File: config.mk
export PLATFORM = sky130hd
export DESIGN_NAME = ps2_keymap
export DESIGN_NICKNAME = d
export VERILOG_FILES = /design/src/common/keymap_pkg.sv /design/src/design/pad_emu.sv /design/src/design/ps2_keymap.sv /design/src/keymap/key_control.sv /design/src/keymap/keymap_rom.sv
export SDC_FILE = /design/constraint.sdc
export NUM_CORES = 1
export LEC_CHECK = 0
export ABC_AREA = 1
export ABC_CLOCK_PERIOD_IN_PS = 1500
export BUFFER_PORTS_ARGS = -buffer_cell sky130_fd_sc_hd__buf_2
export CORE_ASPECT_RATIO = 1.2
export CORE_MARGIN = 2
export CORE_UTILIZATION = 50
export CTS_CLUSTER_SIZE = 24
export DETAILED_ROUTE_END_ITERATION = 10
export PLACE_DENSITY = 0.73
export SLEW_MARGIN = 20
export SYNTH_ARGS = -nofsm -noshare
export SYNTH_HDL_FRONTEND = slang
export SYNTH_HIERARCHICAL = 1
export SYNTH_SLANG_ARGS = --single-unit
File: constraint.sdc
create_clock -name clk -period 1.5 [get_ports clk]
set_input_delay 0.3 -clock clk [delete_from_list [all_inputs] [get_ports clk]]
set_output_delay 0.3 -clock clk [all_outputs]
set_load 0.02 [all_outputs]
File: src/common/keymap_pkg.sv
// keymap package
// shared types, ROM entry layout and key code constants for the PS/2 to Amiga mapper

package keymap_pkg;

  // widths
  localparam int CODE_W = 7;                  // amiga key code without release bit
  localparam int PS2_W  = 8;                  // one scan code set 2 byte

  // special flags, found in the code field when special is set
  localparam int SPECIAL_EXT_BIT = 0;         // E0 extended prefix
  localparam int SPECIAL_REL_BIT = 1;         // F0 release prefix
  localparam int SPECIAL_ACK_BIT = 2;         // FA acknowledge

  // amiga codes of the arrow keys, reused as joystick directions
  localparam logic [CODE_W-1:0] KEY_UP    = 7'h4c;
  localparam logic [CODE_W-1:0] KEY_DOWN  = 7'h4d;
  localparam logic [CODE_W-1:0] KEY_LEFT  = 7'h4f;
  localparam logic [CODE_W-1:0] KEY_RIGHT = 7'h4e;

  // keypad / and keypad * become mouse buttons
  localparam logic [CODE_W-1:0] KEY_LMB = 7'h5c;
  localparam logic [CODE_W-1:0] KEY_RMB = 7'h5d;

  typedef logic [PS2_W-1:0] ps2_byte_t;

  // release bit on top of the 7 bit code
  typedef logic [CODE_W:0] amiga_key_t;

  // one ROM word, 16 bits
  typedef struct packed {
    logic              amiga;                 // real amiga key
    logic              ctrl;                  // control
    logic              lalt;                  // left alt
    logic              ralt;                  // right alt
    logic              caps;                  // caps lock
    logic              numlock_key;           // the numlock key itself
    logic              keypad;                // held back while numlock is on
    logic              osd;                   // extra key for the OSD menu
    logic              special;               // prefix or ack byte
    logic [CODE_W-1:0] code;
  } keymap_entry_t;

  // active low joystick lines
  typedef struct packed {
    logic fire2;
    logic fire;
    logic up;
    logic down;
    logic left;
    logic right;
  } joy_t;

  localparam joy_t JOY_IDLE = '1;             // nothing pressed

endpackage

File: src/design/pad_emu.sv
// pad emulation
// in numlock mode arrows, ctrl and left alt drive a joystick,
// keypad / and keypad * drive the mouse buttons

`timescale 1ns/1ps

module pad_emu (
  input  logic                      clk,
  input  logic                      reset,
  input  keymap_pkg::keymap_entry_t entry,
  input  logic                      entry_strobe,
  input  logic                      released,
  input  logic                      numlock,
  output keymap_pkg::joy_t          joy_n,
  output logic                      lmb_n,
  output logic                      rmb_n
);

  logic key_event;
  logic numlock_off;

  assign key_event = entry_strobe && entry.amiga;

  // numlock make while on, lines go idle on the same edge numlock drops
  assign numlock_off = !numlock ||
                       (entry_strobe && entry.numlock_key && !released);

  always_ff @(posedge clk) begin
    if (reset || numlock_off) begin
      joy_n <= keymap_pkg::JOY_IDLE;
      lmb_n <= 1'b1;
      rmb_n <= 1'b1;
    end else if (key_event) begin
      case (entry.code)
        keymap_pkg::KEY_RIGHT: begin
          joy_n.right <= released;
          if (!released) begin
            joy_n.left <= 1'b1;               // press cancels opposite
          end
        end
        keymap_pkg::KEY_LEFT: begin
          joy_n.left <= released;
          if (!released) begin
            joy_n.right <= 1'b1;
          end
        end
        keymap_pkg::KEY_DOWN: begin
          joy_n.down <= released;
          if (!released) begin
            joy_n.up <= 1'b1;
          end
        end
        keymap_pkg::KEY_UP: begin
          joy_n.up <= released;
          if (!released) begin
            joy_n.down <= 1'b1;
          end
        end
        keymap_pkg::KEY_LMB: lmb_n <= released;
        keymap_pkg::KEY_RMB: rmb_n <= released;
        default: ;
      endcase
      if (entry.ctrl) begin
        joy_n.fire <= released;
      end
      if (entry.lalt) begin
        joy_n.fire2 <= released;
      end
    end
  end

endmodule

File: src/design/ps2_keymap.sv
// ps2 keymap top
// PS/2 set 2 bytes to amiga key codes, with OSD byte and numlock pad emulation

`timescale 1ns/1ps

module ps2_keymap (
  input  logic                   clk,
  input  logic                   reset,
  input  logic                   enable,
  input  keymap_pkg::ps2_byte_t  ps2_byte,
  output logic                   valid,
  output keymap_pkg::amiga_key_t akey,
  output logic                   ctrl,
  output logic                   aleft,
  output logic                   aright,
  output logic                   caps,
  output logic                   numlock,
  output keymap_pkg::amiga_key_t osd_ctrl,
  output keymap_pkg::joy_t       joy_n,
  output logic                   lmb_n,
  output logic                   rmb_n
);

  keymap_pkg::keymap_entry_t entry;
  logic                      entry_strobe;
  logic                      extended;        // selects the ROM page
  logic                      released;        // F0 seen before this key

  keymap_rom keymap_rom_inst (
    .clk          (clk),
    .reset        (reset),
    .enable       (enable),
    .ps2_byte     (ps2_byte),
    .extended     (extended),
    .entry        (entry),
    .entry_strobe (entry_strobe)
  );

  key_control key_control_inst (
    .clk          (clk),
    .reset        (reset),
    .entry        (entry),
    .entry_strobe (entry_strobe),
    .extended     (extended),
    .released     (released),
    .numlock      (numlock),
    .valid        (valid),
    .akey         (akey),
    .ctrl         (ctrl),
    .aleft        (aleft),
    .aright       (aright),
    .caps         (caps),
    .osd_ctrl     (osd_ctrl)
  );

  pad_emu pad_emu_inst (
    .clk          (clk),
    .reset        (reset),
    .entry        (entry),
    .entry_strobe (entry_strobe),
    .released     (released),
    .numlock      (numlock),
    .joy_n        (joy_n),
    .lmb_n        (lmb_n),
    .rmb_n        (rmb_n)
  );

endmodule

File: src/keymap/key_control.sv
// key control
// follows the E0/F0/FA prefixes, keeps numlock, and builds the amiga key stream,
// modifier flags and OSD control byte from each ROM entry

`timescale 1ns/1ps

module key_control (
  input  logic                      clk,
  input  logic                      reset,
  input  keymap_pkg::keymap_entry_t entry,
  input  logic                      entry_strobe,
  output logic                      extended,
  output logic                      released,
  output logic                      numlock,
  output logic                      valid,
  output keymap_pkg::amiga_key_t    akey,
  output logic                      ctrl,
  output logic                      aleft,
  output logic                      aright,
  output logic                      caps,
  output keymap_pkg::amiga_key_t    osd_ctrl
);

  logic ext_code;
  logic rel_code;
  logic ack_code;
  logic arrow_code;
  logic held_back;

  // prefix decode, only meaningful on special entries
  assign ext_code = entry.special && entry.code[keymap_pkg::SPECIAL_EXT_BIT];
  assign rel_code = entry.special && entry.code[keymap_pkg::SPECIAL_REL_BIT];
  assign ack_code = entry.special && entry.code[keymap_pkg::SPECIAL_ACK_BIT];

  assign arrow_code = (entry.code == keymap_pkg::KEY_UP)   ||
                      (entry.code == keymap_pkg::KEY_DOWN) ||
                      (entry.code == keymap_pkg::KEY_LEFT) ||
                      (entry.code == keymap_pkg::KEY_RIGHT);

  // keys that go to the pad emulation instead of the amiga
  assign held_back = numlock &&
                     (entry.keypad || arrow_code || entry.ctrl || entry.lalt);

  always_ff @(posedge clk) begin
    if (reset) begin
      extended <= 1'b0;
      released <= 1'b0;
    end else if (entry_strobe) begin
      if (ext_code) begin
        extended <= 1'b1;
      end else if (rel_code) begin
        released <= 1'b1;
      end else if (!ack_code) begin
        extended <= 1'b0;                     // key consumed the prefixes
        released <= 1'b0;
      end
    end
  end

  always_ff @(posedge clk) begin
    if (reset) begin
      numlock <= 1'b0;
    end else if (entry_strobe && entry.numlock_key && !released) begin
      numlock <= !numlock;                    // make only
    end
  end

  assign valid  = entry_strobe && entry.amiga && !held_back;
  assign akey   = {released, entry.code};
  assign ctrl   = entry.ctrl && !numlock;     // ctrl is joystick fire in numlock mode
  assign aleft  = entry.lalt && !numlock;
  assign aright = entry.ralt;
  assign caps   = entry.caps;

  // last osd or amiga key event, numlock mode does not filter it
  always_ff @(posedge clk) begin
    if (reset) begin
      osd_ctrl <= '0;
    end else if (entry_strobe && (entry.osd || entry.amiga)) begin
      osd_ctrl <= {released, entry.code};
    end
  end

endmodule

File: src/keymap/keymap_rom.sv
// keymap ROM
// scan code set 2 lookup, two pages selected by the extended prefix state
// registered on enable, entry_strobe marks the new word for one cycle

`timescale 1ns/1ps

module keymap_rom (
  input  logic                     clk,
  input  logic                     reset,
  input  logic                     enable,
  input  keymap_pkg::ps2_byte_t    ps2_byte,
  input  logic                     extended,
  output keymap_pkg::keymap_entry_t entry,
  output logic                     entry_strobe
);

  function automatic keymap_pkg::keymap_entry_t lookup(input logic [8:0] addr);
    case (addr)
      // standard page
      9'h005: lookup = 16'h8050;              // f1
      9'h006: lookup = 16'h8051;              // f2
      9'h004: lookup = 16'h8052;              // f3
      9'h00c: lookup = 16'h8053;              // f4
      9'h003: lookup = 16'h8054;              // f5
      9'h00b: lookup = 16'h8055;              // f6
      9'h083: lookup = 16'h8056;              // f7
      9'h00a: lookup = 16'h8057;              // f8
      9'h001: lookup = 16'h8058;              // f9
      9'h009: lookup = 16'h8059;              // f10
      9'h007: lookup = 16'h0169;              // f12, osd
      9'h016: lookup = 16'h8001;              // 1
      9'h01e: lookup = 16'h8002;              // 2
      9'h026: lookup = 16'h8003;              // 3
      9'h025: lookup = 16'h8004;              // 4
      9'h02e: lookup = 16'h8005;              // 5
      9'h036: lookup = 16'h8006;              // 6
      9'h03d: lookup = 16'h8007;              // 7
      9'h03e: lookup = 16'h8008;              // 8
      9'h046: lookup = 16'h8009;              // 9
      9'h045: lookup = 16'h800a;              // 0
      9'h015: lookup = 16'h8010;              // q
      9'h01d: lookup = 16'h8011;              // w
      9'h024: lookup = 16'h8012;              // e
      9'h02d: lookup = 16'h8013;              // r
      9'h02c: lookup = 16'h8014;              // t
      9'h035: lookup = 16'h8015;              // y
      9'h03c: lookup = 16'h8016;              // u
      9'h043: lookup = 16'h8017;              // i
      9'h044: lookup = 16'h8018;              // o
      9'h04d: lookup = 16'h8019;              // p
      9'h01c: lookup = 16'h8020;              // a
      9'h01b: lookup = 16'h8021;              // s
      9'h023: lookup = 16'h8022;              // d
      9'h02b: lookup = 16'h8023;              // f
      9'h034: lookup = 16'h8024;              // g
      9'h033: lookup = 16'h8025;              // h
      9'h03b: lookup = 16'h8026;              // j
      9'h042: lookup = 16'h8027;              // k
      9'h04b: lookup = 16'h8028;              // l
      9'h01a: lookup = 16'h8031;              // z
      9'h022: lookup = 16'h8032;              // x
      9'h021: lookup = 16'h8033;              // c
      9'h02a: lookup = 16'h8034;              // v
      9'h032: lookup = 16'h8035;              // b
      9'h031: lookup = 16'h8036;              // n
      9'h03a: lookup = 16'h8037;              // m
      9'h029: lookup = 16'h8040;              // space
      9'h066: lookup = 16'h8041;              // backspace
      9'h00d: lookup = 16'h8042;              // tab
      9'h05a: lookup = 16'h8044;              // enter
      9'h076: lookup = 16'h8045;              // escape
      9'h012: lookup = 16'h8060;              // left shift
      9'h059: lookup = 16'h8061;              // right shift
      9'h058: lookup = 16'h8862;              // caps lock
      9'h014: lookup = 16'hc063;              // ctrl
      9'h011: lookup = 16'ha064;              // left alt
      9'h077: lookup = 16'h0400;              // numlock
      9'h070: lookup = 16'h820f;              // kp 0
      9'h069: lookup = 16'h821d;              // kp 1
      9'h072: lookup = 16'h821e;              // kp 2
      9'h07a: lookup = 16'h821f;              // kp 3
      9'h06b: lookup = 16'h822d;              // kp 4
      9'h073: lookup = 16'h822e;              // kp 5
      9'h074: lookup = 16'h822f;              // kp 6
      9'h06c: lookup = 16'h823d;              // kp 7
      9'h075: lookup = 16'h823e;              // kp 8
      9'h07d: lookup = 16'h823f;              // kp 9
      9'h071: lookup = 16'h823c;              // kp .
      9'h07b: lookup = 16'h824a;              // kp -
      9'h079: lookup = 16'h825e;              // kp +
      9'h07c: lookup = 16'h825d;              // kp *
      9'h0e0: lookup = 16'h0081;              // extended prefix
      9'h0f0: lookup = 16'h0082;              // release prefix
      9'h0fa: lookup = 16'h0084;              // ack
      // extended page
      9'h111: lookup = 16'h9065;              // right alt
      9'h11f: lookup = 16'h8066;              // left gui, left amiga
      9'h127: lookup = 16'h8067;              // right gui, right amiga
      9'h14a: lookup = 16'h825c;              // kp /
      9'h15a: lookup = 16'h8243;              // kp enter
      9'h175: lookup = 16'h804c;              // arrow up
      9'h172: lookup = 16'h804d;              // arrow down
      9'h174: lookup = 16'h804e;              // arrow right
      9'h16b: lookup = 16'h804f;              // arrow left
      9'h16c: lookup = 16'h016a;              // home, osd
      9'h169: lookup = 16'h016b;              // end, osd
      9'h17d: lookup = 16'h016c;              // page up, osd
      9'h17a: lookup = 16'h016d;              // page down, osd
      9'h17c: lookup = 16'h016e;              // print screen, osd
      9'h1e0: lookup = 16'h0081;              // prefixes repeat on this page
      9'h1f0: lookup = 16'h0082;
      9'h1fa: lookup = 16'h0084;
      default: lookup = '0;                   // unmapped byte
    endcase
  endfunction

  always_ff @(posedge clk) begin
    if (enable) begin
      entry <= lookup({extended, ps2_byte});
    end
  end

  always_ff @(posedge clk) begin
    if (reset) begin
      entry_strobe <= 1'b0;
    end else begin
      entry_strobe <= enable;                 // entry is fresh for one cycle
    end
  end

endmodule

==> results of run 1 <==
[final cells by class]
type	count	area, µm²
inverter	49	193.9
clock buffer	5	68.82
sequential	36	885.9
tap	82	102.6
multi-input combinational	452	2307
timing repair buffer	162	1191
fill	434	1336
clock inverter	3	42.54
[power by group through the flow]
stage                     clock network [µW]  logic, µW  registers [µW]
final                                    861        717            1120
after global routing                     891        755            1130
after CTS                                842        632            1110
after detailed placement                   0        593            1140
after global placement                     0        575            1140
after floorplan                            0        297            1160
[Yosys cell counts]
| library cell | count |
|---|---|
| a21oi_1 | 8 |
| a21oi_2 | 2 |
| and2_1 | 1 |
| buf_2 | 1 |
| buf_4 | 11 |
| buf_6 | 1 |
| clkbuf_1 | 2 |
| clkbuf_8 | 1 |
| clkinv_1 | 1 |
| dfxtp_1 | 20 |
| edfxtp_1 | 16 |
| inv_1 | 45 |
| inv_2 | 3 |
| nand2_1 | 158 |
| nand2_2 | 8 |
| nand3_1 | 71 |
| nand3b_1 | 4 |
| nand4_1 | 18 |
| nor2_1 | 119 |
| nor2_2 | 9 |
| nor2_8 | 1 |
| nor3_1 | 14 |
| nor3_2 | 1 |
| nor3b_1 | 1 |
| o211ai_1 | 4 |
| o21ai_0 | 21 |
| o21ai_1 | 7 |
| o21ai_2 | 2 |
| o22ai_1 | 2 |
| or2_2 | 1 |
[state kept, by name (all words and copies together) (netlist names)]
name,flops
keymap_rom_inst/entry,16
key_control_inst/osd_ctrl,8
pad_emu_inst/joy_n,6
key_control_inst/extended,1
key_control_inst/numlock,1
key_control_inst/released,1
keymap_rom_inst/entry_strobe,1
pad_emu_inst/lmb_n,1
pad_emu_inst/rmb_n,1
[cells by family after synthesis]
group	share of synthesized area (%)
compound gates	8.038
buf+inv	9.481
flops	27.47
simple gates	55.01
[what timing repair did]
action | CTS | global route
gates cloned | 0 | 1
setup buffers | 7 | 6
endpoints found under the setup margin | 11 | 17
endpoints found under the hold margin | 0 | 0
resized for setup | 45 | 56
pin swaps | 10 | 29
[through the flow]
stage          hold WS (ns)  util [%]  instance area, µm²  power, µW  setup TNS [ns]
2_1_floorplan        0.3691         -                3209       1457               0
3_3_place_gp         0.4404     69.09                4234       1711          -4.139
3_5_place_dp         0.4545     69.09                4234       1733          -4.587
4_1_cts              0.2459     74.03                4537       2586         -0.9387
5_1_grt              0.2412     78.20                4792       2772          -2.122
6_report             0.2379     78.20                4792       2701          -1.487
[worst max-delay path: stages (launching register included)]
cell,delay (ns)
dfxtp_4,0.42
inv_8,0.06
buf_6,0.15
nand2_2,0.14
buf_4,0.13
nor2_1,0.03
nor3_1,0.16
nand2_1,0.08
nor2_2,0.17
nand3_1,0.12
[metal layers]
metal,vias up,routed length (µm)
met5,-,0
met4,0,1412
met3,126,1490
met2,394,7241
met1,2117,5194
li1,2121,-
[path summary, 6_finish.rpt]
path                            depth (start not counted)  slack [ns]                           end                      start
worst max-delay path                                    9       -0.23      keymap_rom_inst/entry[0]  key_control_inst/extended
worst min-delay path                                    2        0.24  keymap_rom_inst/entry_strobe                      reset
worst max register to register                          9       -0.23      keymap_rom_inst/entry[0]  key_control_inst/extended
worst min register to register                          2        0.48         pad_emu_inst/joy_n[3]      pad_emu_inst/joy_n[3]
==> flow_summary.yaml, run 1 <==
run_status:
  status: "finished with violations"
  violations: "negative setup slack"
floorplan:
  die_height_um: 91.73
  rows: 31
  io_pins: 41
  die_area_um2: 7073
  start_util_pct: 52.33
  core-area_um2: 6128
  die_w_um: 77.11
sta:
  hold_viol: 0
  max_freq_ghz: 0.5779
  clock_skew_ns: 0.005556
  drv_slew: 0
  setup_viol: 13
  rsz0062_at_grt: "true"
  min_period_over_period_pct: 115.4
  worstMarginPinSlew_ns: 0.4607
  post-route-min-period_ns: 1.730
  slew_headroom_pct: 69.17
  fin_ws_ns: -0.2303
pwr:
  swShare_pct: 31.95
  vdd_drop_max_mv: 0.6932
  comb_power_share_pct: 26.5
  switchingPower_uw: 862.9
  p_leak_uw: 0.002524
  seq_power_share_pct: 41.6
  pwr-share-clk_pct: 31.9
  p_int_uw: 1838
  powerDensity_nw_per_um2: 563.5
setup_path:
  worstSetupStartpointType: "register"
  end_kind: "register"
  crit_arrival_ns: 1.75
  critical_path.max_fanout: 10
  path_class: "reg2reg"
  critPathRequiredTime_ns: 1.52
clock_network:
  cts_buffers: 5
  cts_hold_buf: 0
  cts-root-buf: "clkbuf_8"
  clk_latency_ns: 0.29
  clk_pin_slew_ns: 0.07
  tritoncts: "done"
  clockBufferDepth: 2
  htree_levels: 2
  clock-sinks: 36
route:
  vias: 4758
  final_antenna_net_count: 0
  initialDrtViolationCount: 461
  viasPerCell: 6.030
  wire_per_inst_um: 19.44
  drc: 0
  firstDrtPassIters: 6
  postRouteWirelength_um: 15340
grt:
  grt_pass1_vias: 4417
  grtUsageTotal_pct: 39.67
  gr-total-overflow: 0
  grt_start_max_net_pins: 18
  grtUsageMet3_pct: 4.921
  grt_use_met1_pct: 41.81
  grt.busiest_layer: "met2"
  grt.met2_usage_pct: 71.49
  antenna_found_initial: 0
  grt_pass1_wl_um: 21780
synth:
  synthesis.nets: 564
  ys_ff_latch: 36
  syn_inst: 553
  avgSynthCellArea_um2: 5.799
  yosysSeqAreaShare_pct: 27.47
  synth_area_leaders: "nand2_1 (18%), edfxtp_1 (15%), nor2_1 (14%)"
  ys_types: 30
  yosys.area.top_type: "nand2_1"
  yosys.area.top_type_share_pct: 18.49
  synth_area_um2: 3207
  yosys_warnings: 6
placed_design:
  dpl.hpwl_um: 10920
  routabilityCongestion: 1.120
  portBuffers: 40
  place_ws_ns: -0.4802
  place_inst: 768
cells_and_area:
  final_cells: 789
  antenna-diode-count: 0
  fin_nets: 717
  drive_gt1_share_pct: 38.05
  final_cell_mix: "nand2_1 (137), buf_4 (113), nor2_1 (98)"
  mostFrequentLayoutCell: "nand2_1"
  synthToLayoutAreaGrowth_pct: 49.43
run:
  maxCapViolations: 0
worst_hold_path:
  min_path_type: "in2reg"
Note: power is estimated with default switching activity, not from simulation.
==> run 2: changes to the inputs <==
--- a/config.mk
+++ b/config.mk
@@ -10,10 +10,10 @@
 export BUFFER_PORTS_ARGS = -buffer_cell sky130_fd_sc_hd__buf_2
 export CORE_ASPECT_RATIO = 1.2
 export CORE_MARGIN = 2
-export CORE_UTILIZATION = 50
+export CORE_UTILIZATION = 53
 export CTS_CLUSTER_SIZE = 24
 export DETAILED_ROUTE_END_ITERATION = 10
-export PLACE_DENSITY = 0.73
+export PLACE_DENSITY = 0.77
 export SLEW_MARGIN = 20
 export SYNTH_ARGS = -nofsm -noshare
 export SYNTH_HDL_FRONTEND = slang
==> run 2 against run 1 <==
Effect of this change: the flow still finishes with violations (negative setup slack); non-clock buffer count down 18; die area down 5.4%; sequential share of layout area is 0.071 points higher; clock skew rose by 0.00084 ns; setup slack improved by 0.055 ns; global-route usage up 3.1 points; maximum frequency is 3.3% higher; critical path type unchanged.
==> flow_summary.yaml, run 2 (synthesized netlist as in run 1, its figures left out) <==
run_status:
  status: "finished with violations"
  violations: "negative setup slack"
floorplan:
  core-area_um2: 5934
  die_area_um2: 6692
  die_w_um: 75.01
  rows: 31
  die_height_um: 89.21
  start_util_pct: 54.04
  io_pins: 41
setup_path:
  max_stage_delay_ns: 0.40
  end_kind: "register"
  cp_common_cell: "nor2_1"
  critPathRequiredTime_ns: 1.54
  r2r_cells: 10
  crit_arrival_ns: 1.72
  reg2reg_to: "keymap_rom_inst/entry[15]"
  worstSetupStartpointType: "register"
  rr_startpoint: "key_control_inst/extended"
  cp_slowest_cell: "dfxtp_4"
  path_class: "reg2reg"
  cp-endpoint: "keymap_rom_inst/entry[15]"
  reg2reg_setup_slack_ns: -0.17
  path_cells: "clkinv_8 -> buf_12 -> nand2_4 -> nor2_1 -> nor2_1 -> nand2_1 -> nor2_1 -> nand2_1 -> nor2_1 -> nand2_1"
  worstSetupStartpoint: "key_control_inst/extended"
  critical_path.max_fanout: 10
pwr:
  vdd_drop_max_mv: 0.4877
  power_uw: 2569
  powerDensity_nw_per_um2: 538.8
  p_leak_uw: 0.002458
sta:
  max_freq_ghz: 0.5970
  fin_ws_ns: -0.1749
  min_period_over_period_pct: 111.7
  slew_headroom_pct: 69.76
  clock_skew_ns: 0.006393
  rsz0062_at_grt: "true"
  post-route-min-period_ns: 1.675
  worstMarginPinSlew_ns: 0.4520
  drv_slew: 0
  hold_viol: 0
  setup_viol: 11
cells_and_area:
  fin_nets: 699
  synthToLayoutAreaGrowth_pct: 48.65
  fillers: 426
  mostFrequentLayoutCell: "nand2_1"
  multiInputGateArea_um2: 2379
  finalInstanceArea_um2: 4767
  final_util_pct: 80.33
  antenna-diode-count: 0
  final_cell_mix: "nand2_1 (130), buf_4 (91), nor2_1 (89)"
  largest_register_ffs: 16
  regArea_um2: 884.6
  drive_gt1_share_pct: 38.90
  max_flop_register: "keymap_rom_inst/entry"
  top_regs: "keymap_rom_inst/entry (16), key_control_inst/osd_ctrl (8), pad_emu_inst/joy_n (6)"
clock_network:
  cts-root-buf: "clkbuf_8"
  clockBufferDepth: 2
  clock-sinks: 36
  clk_latency_ns: 0.28
  cts_hold_buf: 0
  cts_buffers: 5
  clk_pin_slew_ns: 0.07
  tritoncts: "done"
  htree_levels: 2
route:
  vias: 4659
  viasPerCell: 6.043
  final_antenna_net_count: 0
  wire_per_inst_um: 18.83
  drc: 0
  initialDrtViolationCount: 579
  firstDrtPassIters: 5
  postRouteWirelength_um: 14520
run:
  maxCapViolations: 0
placed_design:
  postPlaceCellArea_um2: 4121
  dpl.hpwl_um: 10630
  routabilityCongestion: 1.194
  portBuffers: 40
grt:
  grt_pass1_vias: 4343
  grtUsageTotal_pct: 42.73
  grt_start_max_net_pins: 21
  gr-total-overflow: 0
  antenna_found_initial: 0
  grt_pass1_wl_um: 21130
worst_hold_path:
  whs_path_depth: 2
  min_path_type: "in2reg"
run 2: worst min-delay path by stage:
stage / start / end
3_3_place_gp: pad_emu_inst/joy_n[1] / pad_emu_inst/joy_n[1]
4_1_cts: reset / key_control_inst/extended
5_1_grt: reset / keymap_rom_inst/entry_strobe
6_report: reset / key_control_inst/released
2_1_floorplan: reset / key_control_inst/extended
3_5_place_dp: pad_emu_inst/joy_n[2] / pad_emu_inst/joy_n[2]
run 2: power breakdown:
part	switching, µW	total, µW	internal, µW
logic	439	696	257
registers	44.1	1120	1080
clock network	332	752	419
run 2: layer usage:
metal | track usage [%] | up-vias | part of all wire, %
li1 | - | 2082 | -
met1 | 45.45 | 2070 | 33
met2 | 72.41 | 379 | 47
met3 | 7.554 | 128 | 9.2
met4 | 35.39 | 0 | 10
met5 | 0 | - | 0
run 2: timing repair:
item                       CTS  global route
buffers inserted             8             3
gates cloned                 1             1
setup endpoints to repair   11            13
gates resized for setup     82            52
hold endpoints to repair     0             0
pin swaps                   27            21
run 2: layout make-up:
class | count | area share (%)
Multi-Input combinational cell | 452 | 49.90
Clock buffer | 8 | 2.100
Inverter | 49 | 4.121
Tap cell | 82 | 2.152
Timing Repair Buffer | 144 | 23.18
Sequential cell | 36 | 18.56
run 2: stage by stage:
step / cells / setup TNS [ns] / worst slack, ns / hold slack, ns
after floorplan: 553 / 0 / 0.01420 / 0.3691
after global placement: 753 / -4.084 / -0.4536 / 0.4468
after detailed placement: 753 / -4.242 / -0.4476 / 0.4570
after CTS: 768 / -0.8404 / -0.1055 / 0.2280
after global routing: 771 / -1.914 / -0.2443 / 0.2565
final: 771 / -1.260 / -0.1749 / 0.2481
run 2: critical path, delay by kind of cell (launching register included):
kind	cells	cell delay, ns
AND/OR/NAND/NOR	8	0.76
flip-flops	1	0.40
buffers and inverters	2	0.26
==> run 3: changes to the inputs <==
--- a/config.mk
+++ b/config.mk
@@ -14,7 +14,7 @@
 export CTS_CLUSTER_SIZE = 24
 export DETAILED_ROUTE_END_ITERATION = 10
 export PLACE_DENSITY = 0.77
-export SLEW_MARGIN = 20
+export REMOVE_ABC_BUFFERS = 1
 export SYNTH_ARGS = -nofsm -noshare
 export SYNTH_HDL_FRONTEND = slang
 export SYNTH_HIERARCHICAL = 1
==> run 3 against run 2 <==
Effect of this change: the flow finishes with violations (design-rule violations, negative setup slack); combinational power barely moved; critical path depth is 1 lower; total power grew 0.72%; utilization grew 2.1 points; sequential power about the same; worst hold slack gained 0.0070 ns; largest cell class unchanged; largest power group unchanged.
==> flow_summary.yaml, run 3 (synthesized netlist as in run 1, its figures left out) <==
grt:
  grt_pass1_wl_um: 20880
  grt_pass1_vias: 4340
  antenna_found_initial: 0
  gr-total-overflow: 0
  grt_start_max_net_pins: 18
  grtUsageTotal_pct: 42.32
setup_path:
  end_kind: "register"
  path_delay_family: "buffers and inverters"
  path_cells: "clkinv_4 -> buf_12 -> buf_12 -> buf_4 -> nand3_2 -> buf_4 -> nand4_1 -> nor2_1 -> nand3_1"
  path_buf_inv: 5
  critPathRequiredTime_ns: 1.53
  max_stage_delay_ns: 0.38
  worstSetupStartpointType: "register"
  crit_arrival_ns: 1.81
  path_class: "reg2reg"
  cp_slowest_cell: "dfxtp_4"
  critical_path.max_fanout: 7
run_status:
  violations: "design-rule violations, negative setup slack"
  status: "finished with violations"
route:
  firstDrtPassIters: 10
  drc: 1
  wire_per_inst_um: 18.42
  postRouteWirelength_um: 14590
  final_antenna_net_count: 0
  viasPerCell: 5.937
  initialDrtViolationCount: 417
  vias: 4702
sta:
  min_period_over_period_pct: 118.9
  max_freq_ghz: 0.5607
  setup_viol: 10
  drv_slew: 0
  slew_headroom_pct: 66.27
  post-route-min-period_ns: 1.784
  worstMarginPinSlew_ns: 0.5041
  clock_skew_ns: 0.008136
  rsz0062_at_grt: "true"
  hold_slack_ns: 0.2551
  hold_viol: 0
  fin_ws_ns: -0.2835
clock_network:
  cts_buffers: 5
  htree_levels: 2
  clockBufferDepth: 2
  clk_latency_ns: 0.29
  clock-sinks: 36
  cts-root-buf: "clkbuf_8"
  clk_pin_slew_ns: 0.07
  tritoncts: "done"
placed_design:
  dpl.hpwl_um: 10880
  postPlaceCellArea_um2: 4228
  place_inst: 769
  portBuffers: 40
  routabilityCongestion: 1.136
floorplan:
  io_pins: 41
  core-area_um2: 5934
  start_util_pct: 54.04
  die_height_um: 89.21
  die_area_um2: 6692
  die_w_um: 75.01
  rows: 31
pwr:
  vdd_drop_max_mv: 0.3128
  p_leak_uw: 0.002538
  power_uw: 2587
  powerDensity_nw_per_um2: 528.7
cells_and_area:
  synthToLayoutAreaGrowth_pct: 52.59
  largest_register_ffs: 16
  fin_nets: 720
  max_flop_register: "keymap_rom_inst/entry"
  final_cells: 792
  final_cell_mix: "nand2_1 (139), buf_4 (113), nor2_1 (89)"
  top_regs: "keymap_rom_inst/entry (16), key_control_inst/osd_ctrl (8), pad_emu_inst/joy_n (6)"
  finalInstanceArea_um2: 4893
  mostFrequentLayoutCell: "nand2_1"
  fillers: 428
  drive_gt1_share_pct: 40.14
  antenna-diode-count: 0
run:
  maxCapViolations: 0
worst_hold_path:
  min_path_type: "in2reg"
==> run 3: cell count changes in the layout (fill, tap and decap cells not counted), sizes merged <==
cell and delta:
bufbuf -1, clkbuf -1, buf +23
==> run 3: metal layers <==
metal  vias up  GRT usage (%)  routed length, µm
met1      2129          44.00               4809
met5         -              0                  0
met2       332          74.80               7048
met4         0          32.79               1428
met3       122          6.313               1299
li1       2119              -                  -
==> run 3: area by class of cell <==
type / instances / area (µm²) / area share [%]
Multi-Input combinational cell: 452 / 2384 / 48.71
Timing Repair Buffer: 165 / 1234 / 25.21
Sequential cell: 36 / 884.6 / 18.08
Inverter: 49 / 188.9 / 3.861
Tap cell: 82 / 102.6 / 2.097
Clock buffer: 8 / 100.1 / 2.046
==> run 3: worst reg2reg max path: stages (launching register included) <==
cell	delay, ns
dfxtp_4	0.38
clkinv_4	0.08
buf_12	0.15
buf_12	0.15
buf_4	0.14
nand3_2	0.10
buf_4	0.12
nand4_1	0.14
nor2_1	0.17
nand3_1	0.11
==> run 3: path summary, 6_finish.rpt <==
path                        startpoint                           end  slack, ns  cells after the start
max reg2reg  key_control_inst/extended      keymap_rom_inst/entry[1]      -0.28                      9
min reg2reg      pad_emu_inst/joy_n[2]         pad_emu_inst/joy_n[2]       0.47                      2
min                              reset  keymap_rom_inst/entry_strobe       0.26                      2
max          key_control_inst/extended      keymap_rom_inst/entry[1]      -0.28                      9
==> run 3: metrics by stage <==
stage | TNS, ns | util, % | setup WS (ns)
floorplan | -8.618 | - | -0.8428
global placement | -4.471 | 71.24 | -0.5561
detailed placement | -4.457 | 71.24 | -0.5735
CTS | -1.373 | 78.60 | -0.2030
global route | -2.281 | 82.46 | -0.3457
finish | -1.791 | 82.46 | -0.2835
==> run 3: timing repair <==
item | CTS | global route
endpoints found under the setup margin | 11 | 13
buffers inserted | 13 | 3
resized for setup | 62 | 66
gates cloned | 1 | 0
hold buffers | 0 | 0
pin swaps | 28 | 37
==> run 3: power by group <==
group | internal [µW] | switching (µW)
Clock | 420 | 351
Sequential | 1080 | 41.9
Combinational | 268 | 431
Total | 1760 | 823
